**config.mk**
```make
export PLATFORM = sky130hd
export DESIGN_NAME = exec_commit_top
export DESIGN_NICKNAME = d
export VERILOG_FILES = /design/src/hdl/exec_pkg.sv /design/src/hdl/alu_block.sv /design/src/hdl/elastic_buffer.sv /design/src/hdl/exec_commit_top.sv /design/src/hdl/gather_unit.sv
export VERILOG_INCLUDE_DIRS = /design/src /design/src/hdl
export SDC_FILE = /design/constraint.sdc
export NUM_CORES = 2
export LEC_CHECK = 0
export ABC_AREA = 1
export BUFFER_PORTS_ARGS = -buffer_cell sky130_fd_sc_hd__buf_2
export CAP_MARGIN = 20
export CELL_PAD_IN_SITES_DETAIL_PLACEMENT = 1
export CELL_PAD_IN_SITES_GLOBAL_PLACEMENT = 2
export CORE_ASPECT_RATIO = 1.1
export CORE_MARGIN = 4
export CORE_UTILIZATION = 31
export CTS_CLUSTER_DIAMETER = 200
export DETAILED_ROUTE_END_ITERATION = 8
export PLACE_DENSITY = 0.84
export SLEW_MARGIN = 40
export SYNTH_ARGS = -nofsm -noshare
export SYNTH_HDL_FRONTEND = slang
export SYNTH_SLANG_ARGS = --single-unit
```
**constraint.sdc**
```tcl
create_clock -name clk -period 8.7 [get_ports clk]
set_input_delay 0.435 -clock clk [delete_from_list [all_inputs] [get_ports clk]]
set_output_delay 0.435 -clock clk [all_outputs]
set_load 0.005 [all_outputs]
```
**src/hdl/exec_params.svh**
```systemverilog
// Sizing macros for the execute and commit path
// Include before any file that uses the shared types or widths
`ifndef EXEC_PARAMS_SVH
`define EXEC_PARAMS_SVH

// Warp and lane-group geometry
`define NUM_THREADS 4
`define NUM_LANES   2

// A warp is covered in NUM_PARTS passes of one lane group each
`define NUM_PARTS   (`NUM_THREADS / `NUM_LANES)
`define PID_W       $clog2(`NUM_PARTS)

// Execute blocks and issue slots
`define BLOCK_SIZE  2
`define ISSUE_WIDTH 4
`define ISSUE_IDX_W $clog2(`ISSUE_WIDTH)

// Warp ids
`define NUM_WARPS   8
`define NW_W        $clog2(`NUM_WARPS)

// Datapath and tag widths
`define XLEN        32
`define NR_BITS     5
`define UUID_W      16

`endif

```
**src/hdl/exec_pkg.sv**
```systemverilog
// Opcode and payload types shared by the execute blocks and the gather unit
`include "exec_params.svh"

package exec_pkg;

    // Integer ALU operations where SLTU compares unsigned and gives 1 or 0
    typedef enum logic [2:0] {
        ADD  = 3'd0,
        SUB  = 3'd1,
        AND  = 3'd2,
        OR   = 3'd3,
        XOR  = 3'd4,
        SLTU = 3'd5
    } alu_op_e;

    // One pass of a warp instruction on a single lane group
    typedef struct packed {
        logic [`UUID_W-1:0]                   uuid;
        logic [`NW_W-1:0]                     wid;
        logic [`NUM_LANES-1:0]                tmask;
        logic [`PID_W-1:0]                    pid;
        alu_op_e                              op;
        logic [`NR_BITS-1:0]                  rd;
        logic                                 wb;
        logic                                 eop;
        logic [`NUM_LANES-1:0][`XLEN-1:0]     rs1;
        logic [`NUM_LANES-1:0][`XLEN-1:0]     rs2;
    } exec_req_t;

    // Lane-group result, still tagged with the pass index
    typedef struct packed {
        logic [`UUID_W-1:0]                   uuid;
        logic [`NW_W-1:0]                     wid;
        logic [`NUM_LANES-1:0]                tmask;
        logic [`PID_W-1:0]                    pid;
        logic [`NR_BITS-1:0]                  rd;
        logic                                 wb;
        logic                                 eop;
        logic [`NUM_LANES-1:0][`XLEN-1:0]     data;
    } commit_part_t;

    // Result placed at full warp width for the commit port
    typedef struct packed {
        logic [`UUID_W-1:0]                   uuid;
        logic [`NW_W-1:0]                     wid;
        logic [`NUM_THREADS-1:0]              tmask;
        logic [`NR_BITS-1:0]                  rd;
        logic                                 wb;
        logic                                 eop;
        logic [`NUM_THREADS-1:0][`XLEN-1:0]   data;
    } commit_t;

endpackage

```
**src/hdl/alu_block.sv**
```systemverilog
// One execute block: per-lane integer ALU on a lane group
// The result leaves through a skid buffer as a partial commit
`include "exec_params.svh"

module alu_block (
    input  logic                   clk,
    input  logic                   rst_n,
    input  logic                   req_valid,
    output logic                   req_ready,
    input  exec_pkg::exec_req_t    req,
    output logic                   part_valid,
    input  logic                   part_ready,
    output exec_pkg::commit_part_t part
);
    import exec_pkg::*;

    commit_part_t result;

    // Tags and mask pass straight through to the partial commit
    always_comb begin
        logic [`XLEN-1:0] a;
        logic [`XLEN-1:0] b;

        result.uuid  = req.uuid;
        result.wid   = req.wid;
        result.tmask = req.tmask;
        result.pid   = req.pid;
        result.rd    = req.rd;
        result.wb    = req.wb;
        result.eop   = req.eop;

        for (int j = 0; j < `NUM_LANES; j++) begin
            a = req.rs1[j];
            b = req.rs2[j];
            case (req.op)
                ADD:     result.data[j] = a + b;
                SUB:     result.data[j] = a - b;
                AND:     result.data[j] = a & b;
                OR:      result.data[j] = a | b;
                XOR:     result.data[j] = a ^ b;
                // Unsigned compare, zero extended to a full word
                SLTU:    result.data[j] = `XLEN'(a < b);
                default: result.data[j] = '0;
            endcase
        end
    end

    // The buffer's registered ready is the block's request ready, so a
    // stalled commit path holds requests back without extra logic
    elastic_buffer #(
        .payload_t (commit_part_t)
    ) i_out_buf (
        .clk       (clk),
        .rst_n     (rst_n),
        .in_valid  (req_valid),
        .in_ready  (req_ready),
        .in_data   (result),
        .out_valid (part_valid),
        .out_ready (part_ready),
        .out_data  (part)
    );

endmodule

```
**src/hdl/elastic_buffer.sv**
```systemverilog
// Two-entry skid buffer with registered valid, ready and data
// Used as the pipeline register on every valid/ready link
module elastic_buffer #(
    parameter type payload_t = logic
) (
    input  logic     clk,
    input  logic     rst_n,
    input  logic     in_valid,
    output logic     in_ready,
    input  payload_t in_data,
    output logic     out_valid,
    input  logic     out_ready,
    output payload_t out_data
);

    logic     skid_valid;
    logic     skid_valid_next;
    payload_t skid_data;
    logic     main_load;
    logic     in_fire;

    // The main register may take a new beat when it is empty or being drained
    assign main_load = out_ready || !out_valid;
    assign in_fire   = in_valid && in_ready;

    always_comb begin
        skid_valid_next = skid_valid;
        if (main_load) begin
            // Any held beat moves into the main register
            skid_valid_next = 1'b0;
        end else if (in_fire) begin
            // Output is stalled, so the incoming beat parks in the skid slot
            skid_valid_next = 1'b1;
        end
    end

    always_ff @(posedge clk) begin
        if (!rst_n) begin
            out_valid  <= 1'b0;
            skid_valid <= 1'b0;
            in_ready   <= 1'b0;
        end else begin
            skid_valid <= skid_valid_next;
            in_ready   <= !skid_valid_next;
            if (main_load) begin
                out_valid <= skid_valid || in_fire;
            end
        end
    end

    always_ff @(posedge clk) begin
        if (main_load) begin
            out_data <= skid_valid ? skid_data : in_data;
        end
        if (!main_load && in_fire) begin
            skid_data <= in_data;
        end
    end

endmodule

```
**src/hdl/exec_commit_top.sv**
```systemverilog
// Execute and commit path: ALU blocks feeding the gather unit
// Requests enter per block, full-width commits leave per issue slot
`include "exec_params.svh"

module exec_commit_top (
    input  logic                                    clk,
    input  logic                                    rst_n,
    input  logic [`BLOCK_SIZE-1:0]                  req_valid,
    output logic [`BLOCK_SIZE-1:0]                  req_ready,
    input  exec_pkg::exec_req_t [`BLOCK_SIZE-1:0]   req,
    output logic [`ISSUE_WIDTH-1:0]                 commit_valid,
    input  logic [`ISSUE_WIDTH-1:0]                 commit_ready,
    output exec_pkg::commit_t [`ISSUE_WIDTH-1:0]    commit
);
    import exec_pkg::*;

    logic [`BLOCK_SIZE-1:0]         part_valid;
    logic [`BLOCK_SIZE-1:0]         part_ready;
    commit_part_t [`BLOCK_SIZE-1:0] part;

    for (genvar b = 0; b < `BLOCK_SIZE; b++) begin : g_block
        alu_block i_alu_block (
            .clk        (clk),
            .rst_n      (rst_n),
            .req_valid  (req_valid[b]),
            .req_ready  (req_ready[b]),
            .req        (req[b]),
            .part_valid (part_valid[b]),
            .part_ready (part_ready[b]),
            .part       (part[b])
        );
    end

    gather_unit i_gather_unit (
        .clk          (clk),
        .rst_n        (rst_n),
        .part_valid   (part_valid),
        .part_ready   (part_ready),
        .part         (part),
        .commit_valid (commit_valid),
        .commit_ready (commit_ready),
        .commit       (commit)
    );

endmodule

```
**src/hdl/gather_unit.sv**
```systemverilog
// Steers partial commits from the execute blocks to issue-slot ports
// Each slot is buffered, then its lane group is placed in the warp by pid
`include "exec_params.svh"

module gather_unit (
    input  logic                                        clk,
    input  logic                                        rst_n,
    input  logic [`BLOCK_SIZE-1:0]                      part_valid,
    output logic [`BLOCK_SIZE-1:0]                      part_ready,
    input  exec_pkg::commit_part_t [`BLOCK_SIZE-1:0]    part,
    output logic [`ISSUE_WIDTH-1:0]                     commit_valid,
    input  logic [`ISSUE_WIDTH-1:0]                     commit_ready,
    output exec_pkg::commit_t [`ISSUE_WIDTH-1:0]        commit
);
    import exec_pkg::*;

    localparam int BLK_W = $clog2(`BLOCK_SIZE);

    logic [`BLOCK_SIZE-1:0][`ISSUE_IDX_W-1:0] slot;
    logic [`ISSUE_WIDTH-1:0]                  buf_in_valid;
    logic [`ISSUE_WIDTH-1:0]                  buf_in_ready;
    commit_part_t [`ISSUE_WIDTH-1:0]          buf_in_data;
    commit_part_t [`ISSUE_WIDTH-1:0]          buf_out_data;

    // Slot index is the block number in the low bits, with the wid bits
    // above the block-select bits on top
    for (genvar b = 0; b < `BLOCK_SIZE; b++) begin : g_slot
        assign slot[b] = {part[b].wid[BLK_W +: (`ISSUE_IDX_W - BLK_W)], BLK_W'(b)};
        assign part_ready[b] = buf_in_ready[slot[b]];
    end

    // Dispatch keeps blocks on disjoint slots, so no two blocks collide here
    always_comb begin
        buf_in_valid = '0;
        buf_in_data  = '0;
        for (int b = 0; b < `BLOCK_SIZE; b++) begin
            buf_in_valid[slot[b]] = part_valid[b];
            buf_in_data[slot[b]]  = part[b];
        end
    end

    for (genvar s = 0; s < `ISSUE_WIDTH; s++) begin : g_buf
        elastic_buffer #(
            .payload_t (commit_part_t)
        ) i_slot_buf (
            .clk       (clk),
            .rst_n     (rst_n),
            .in_valid  (buf_in_valid[s]),
            .in_ready  (buf_in_ready[s]),
            .in_data   (buf_in_data[s]),
            .out_valid (commit_valid[s]),
            .out_ready (commit_ready[s]),
            .out_data  (buf_out_data[s])
        );
    end

    // Widen to warp width: lane j of pass pid lands on thread pid*NUM_LANES+j
    always_comb begin
        int base;

        for (int s = 0; s < `ISSUE_WIDTH; s++) begin
            commit[s].uuid  = buf_out_data[s].uuid;
            commit[s].wid   = buf_out_data[s].wid;
            commit[s].rd    = buf_out_data[s].rd;
            commit[s].wb    = buf_out_data[s].wb;
            commit[s].eop   = buf_out_data[s].eop;
            commit[s].tmask = '0;
            commit[s].data  = '0;
            base = int'(buf_out_data[s].pid) * `NUM_LANES;
            for (int j = 0; j < `NUM_LANES; j++) begin
                commit[s].tmask[base + j] = buf_out_data[s].tmask[j];
                commit[s].data[base + j]  = buf_out_data[s].data[j];
            end
        end
    end

endmodule

```
# == Yosys cells after proc, flatten, opt, wreduce, memory -nomap -nowiden ==
# Cells that the tools add are included.
# op_classes
reduce_logical,54
n_bitwise,22
n_mux,76
magnitude_cmp,24
n_div,0
eq_ne,10
add_sub_neg,12
mul,0
shift,0
# ops
cell,n
$pmux W32 S6,4
$mux W93,8
$and A128 B96 Y128,4
$bwmux W128,4
$and A372 B279 Y372,1
$bwmux W372,1
$demux W32 S2,4
$mux W32,8
$demux W93 S1,2
$add A32 B32 Y32,4
$and A32 B32 Y32,4
$demux W32 S1,4
$ge A32 B1 Y1 const B,4
$lt A32 B32 Y1,4
$lt A32 B4 Y1 const B,4
$or A32 B32 Y32,4
$sub A32 B32 Y32,4
$xor A32 B32 Y32,4
$mux W1,26
$logic_and A1 B1 Y1,22
$and A4 B3 Y4,5
$bwmux W4,5
$logic_not A1 Y1,18
$lt A2 B3 Y1 const B,6
9 further kinds,44
# word_totals
out_inout_bits,638
reg_bits,1134
latch_bits,0
elab_cells,324
romBits,0
in_bits,328
n_memories,0
ramBits,0

# == Longest topological paths before layout ==
# depth
word_depth,10
depth_mapped,17
ltp_nobuf,16

# == By module ==
# A second synthesis with hierarchy kept.
# unflattened
cells_unflattened,9971
area_unflattened_um2,73959.7
# by_module_without_submodules
mod,area_per_inst_um2,instances,cells_each,seq_area_each_um2
elastic_buffer,6846.6,6,501,5645.4
alu_block,12688.4,2,2527,0.0
gather_unit,7503.4,1,1911,0.0

# == Least setup slack after synthesis ==
# Ideal clock, no wire load.
# synth_timing
path_kind,register to register
from,register g_block[0].i_alu_block.i_out_buf.out_data[75] (netlist name)
to,register g_block[0].i_alu_block.i_out_buf.skid_data[0] (netlist name) (enable)
stages_incl_launch_ff,6
arrival_time_ns,7.918
setup_ns,0.545
path_slack_ns,0.237
required_time_ns,8.155
n_path_buf,2
period_less_slack_ns,8.463
path_cell_list,edfxtp_1 > clkbuf_1 > clkbuf_1 > nand2_1 > nand3_1 > nor2_1
# synth_via
elab_chain_cells,5
# synth_lines
item,line,text
start: declaration,elastic_buffer.sv:13,output payload_t out_data
start signal: assignment,elastic_buffer.sv:53,out_data <= skid_valid ? skid_data : in_data;
$mux W1 (not written as such) (2 in a row),gather_unit.sv:29,assign part_ready[b] = buf_in_ready[slot[b]];
$logic_or A1 B1 Y1,elastic_buffer.sv:23,assign main_load = out_ready || !out_valid;
$logic_not A1 Y1,elastic_buffer.sv:55,if (!main_load && in_fire) begin
$logic_and A1 B1 Y1,elastic_buffer.sv:55,
end signal: assignment,elastic_buffer.sv:56,skid_data <= in_data;
end: declaration,elastic_buffer.sv:18,payload_t skid_data;
# Every way passes these cells. The select of a mux whose other input is x is not followed.
# A chain may end at the register's enable or synchronous reset.

# == Final worst setup path ==
# layout_timing
from,register g_block[1].i_alu_block.i_out_buf.out_data[75] (netlist name)
to,register g_block[1].i_alu_block.i_out_buf.skid_data[8] (netlist name) (enable)
# layout_via
elab_chain_cells,5
# layout_lines
item,line
start: declaration,elastic_buffer.sv:13
start signal: assignment,elastic_buffer.sv:53
$mux W1 (not written as such) (2 in a row),gather_unit.sv:29
$logic_or A1 B1 Y1,elastic_buffer.sv:23
$logic_not A1 Y1,elastic_buffer.sv:55
$logic_and A1 B1 Y1,elastic_buffer.sv:55
end signal: assignment,elastic_buffer.sv:56
end: declaration,elastic_buffer.sv:18
# Every way passes these cells. The select of a mux whose other input is x is not followed.

==> impl_metrics.json <==
{
  "status": "complete, no violations",
  "htreeDepth": 3,
  "netlist_area_mm2": 0.07406,
  "dp_hpwl_um": 236800,
  "ys_dominant_reg_cell": "edfxtp_1",
  "cts_tree": "done",
  "core-area_mm2": 0.2368,
  "clkSlewWorstSetupHoldPaths_ps": 60,
  "final_util_pct": 36.08,
  "fill_cells": 29324,
  "clk_path_buf_depth": 3,
  "p_leak_nw": 45.54,
  "slew_headroom_pct": 36.31,
  "ant_nets": 0,
  "synth_seq_cells": 1130,
  "fin_area_mm2": 0.08543,
  "multi_input_area_mm2": 0.03025,
  "start_kind": "register",
  "nets": 11419,
  "wl_met2_um": 140800,
  "yosysWarnings": 0,
  "yosysTopAreaCell": "edfxtp_1",
  "p_seq_share_pct": 47.3,
  "grt_pass1_vias": 66597,
  "grt_pass1_wl_um": 436900,
  "synth-edff-count": 1112,
  "die_area_mm2": 0.2468,
  "grt_max_degree": 177,
  "required_ps": 9050,
  "fin_skew_ps": 64.73,
  "p_int_mw": 9.838,
  "fmax_mhz": 308.4,
  "drc": 0,
  "rows": 187,
  "drive_gt1_share_pct": 12.00,
  "wl_met3_um": 15330,
  "critPathCaptureType": "register",
  "synthArstFlopShare_pct": 0,
  "synth_mux_area_share_pct": 0,
  "synth_cell_types": 46,
  "min_period_ps": 3242,
  "p_clk_share_pct": 32.4,
  "drv_slew": 0,
  "drv_cap": 0,
  "setup-tns-final_ps": 0,
  "hold_ws_ps": 106.6,
  "io_pins": 966,
  "drt-wirelength-per-cell_um": 21.60,
  "synthCells": 9901,
  "synth_xor_area_share_pct": 0.2129,
  "numCtsBuffers": 113,
  "port_buffers": 963,
  "synth_seq_area_share_pct": 45.58,
  "power_mw": 14.48,
  "routabilityCongestion": 0.9492,
  "die_h_um": 520.6,
  "synth_adder_area_share_pct": 7.853,
  "synthSimpleGateAreaFrac_pct": 26.28,
  "vias": 65752,
  "rsz0062_at_grt": "false",
  "synth_common_cells": "nand2_1, inv_1, edfxtp_1",
  "cp.arrival_ps": 3600,
  "dr.pass1.iters": 5,
  "seq_area_mm2": 0.03377,
  "hp-class": "in -> reg",
  "setup_viol": 0,
  "synth_top_family_by_area": "simple AND/OR/NAND/NOR gates",
  "grt_antenna_before_repair": 85,
  "pre_cts_slack_ps": 5133,
  "grt-ovfl-total": 0,
  "syn_to_final_growth_pct": 15.35,
  "cts-root-buf": "clkbuf_16",
  "crit_path_max_fanout": 56,
  "post-route-period-util_pct": 37.26,
  "yosysTopAreaCellShare_pct": 45.09,
  "initial_utilization_pct": 31.28,
  "p_sw_mw": 4.643,
  "place_inst": 13569,
  "switching_share_pct": 32.06,
  "ir_drop_mv": 0.1601,
  "fin_cells": 13891,
  "numClockSinks": 1130,
  "comb_power_share_pct": 20.4,
  "wirelength_um": 300100,
  "post-synth-top-count-cell": "nand2_1",
  "place_area_mm2": 0.08114,
  "syn_area_per_cell_um2": 7.480,
  "top_layer": "met5",
  "p_per_area_mw_per_mm2": 169.5,
  "drt-met1-wl_um": 133800,
  "vias_per_cell": 4.733,
  "insertion_delay_ps": 760,
  "drtIter0Drc": 4705,
  "worst_pin_slew_ps": 954.4,
  "die_x_um": 474.0,
  "crit_type": "reg -> reg",
  "grtUsageTotal_pct": 23.48,
  "synth_compound_area_share_pct": 6.331,
  "hold_viol_final": 0,
  "finalWorstSetupSlack_ps": 5458,
  "synth_area_leaders": "edfxtp_1, nand2_1, inv_1"
}
[repair_timing]
item	CTS	global route
endpoints found under the setup margin	0	0
endpoints found under the hold margin	120	0
hold buffers	62	0
gates resized for setup	0	0
buffers inserted	0	0
[area by class of cell]
class                      instances  share of cell area (%)
sequential                      1130                   39.54
multi-input combinational       6224                   35.42
inverter                        2072                   9.126
timing repair buffer            1090                   7.164
tap                             3118                   4.567
clock buffer                     152                   3.518
clock inverter                    56                  0.5302
antenna                           49                  0.1435
[power by group through the flow]
stage	clock (mW)	sequential (mW)	combinational [mW]
after global placement	0	6.97	2.82
after detailed placement	0	6.97	2.91
after global routing	5.03	6.87	3.30
after CTS	4.82	6.86	2.95
after floorplan	0	6.65	1.77
final	4.69	6.84	2.95
[sequential cells by signal, summed over array words and instances (netlist names)]
register and cells:
i_gather_unit.g_buf.i_slot_buf.skid_valid 4, g_block.i_alu_block.i_out_buf.in_ready 2, i_gather_unit.g_buf.i_slot_buf.skid_data 370, i_gather_unit.g_buf.i_slot_buf.in_ready 4
g_block.i_alu_block.i_out_buf.out_valid 2, g_block.i_alu_block.i_out_buf.skid_data 186, g_block.i_alu_block.i_out_buf.out_data 186, i_gather_unit.g_buf.i_slot_buf.out_valid 4
g_block.i_alu_block.i_out_buf.skid_valid 2, i_gather_unit.g_buf.i_slot_buf.out_data 370
[path summary, 6_finish.rpt]
check	slack, ps	startpoint	cells after the start	endpoint
max	5460	g_block[1].i_alu_block.i_out_buf.out_data[75]	7	g_block[1].i_alu_block.i_out_buf.skid_data[8]
min	110	req_valid[0]	3	g_block[0].i_alu_block.i_out_buf.out_valid
max reg2reg	5460	g_block[1].i_alu_block.i_out_buf.out_data[75]	7	g_block[1].i_alu_block.i_out_buf.skid_data[8]
min reg2reg	460	g_block[0].i_alu_block.i_out_buf.skid_data[19]	2	g_block[0].i_alu_block.i_out_buf.out_data[19]
[layout by cell type, fill, tap and decap left out, drive strengths merged, types with 24 or more instances in the layout]
cell | synthesis | final
nand4 | 38 | 38
clkinv | 0 | 50
dlygate4sd3 | 0 | 62
buf | 258 | 1028
o21bai | 24 | 24
nor3 | 52 | 52
o22ai | 112 | 112
a21oi | 306 | 306
nand3 | 466 | 466
diode | 0 | 49
o21ai | 332 | 332
clkbuf | 218 | 152
ha | 452 | 452
inv | 2072 | 2071
nand2 | 3417 | 3417
edfxtp | 1112 | 1112
nor2 | 912 | 912
[cells by family (layout without fill, tap and decap cells)]
| kind of cell | count (synthesis) | count (layout) |
|---|---|---|
| adder cells (fa/ha/maj) | 460 | 460 |
| flip-flops | 1130 | 1130 |
| AO/OA/AOI/OAI | 829 | 829 |
| XOR/XNOR | 18 | 18 |
| other | 1 | 51 |
| buffers and inverters | 2548 | 3370 |
| AND/OR/NAND/NOR | 4915 | 4915 |
[critical path, cell delays in order (launching register included)]
cell	delay, ps
edfxtp_1	590
inv_1	130
nand2_1	130
nand3_4	70
buf_6	280
nor2_4	150
buf_4	630
buf_4	740
[routing by layer]
metal	global-route usage, %	vias to the layer above
met5	0	-
met4	7.556	46
met3	2.950	362
met2	39.29	1648
met1	31.51	31823
li1	-	31873
Note: power is estimated with default switching activity, not from simulation.
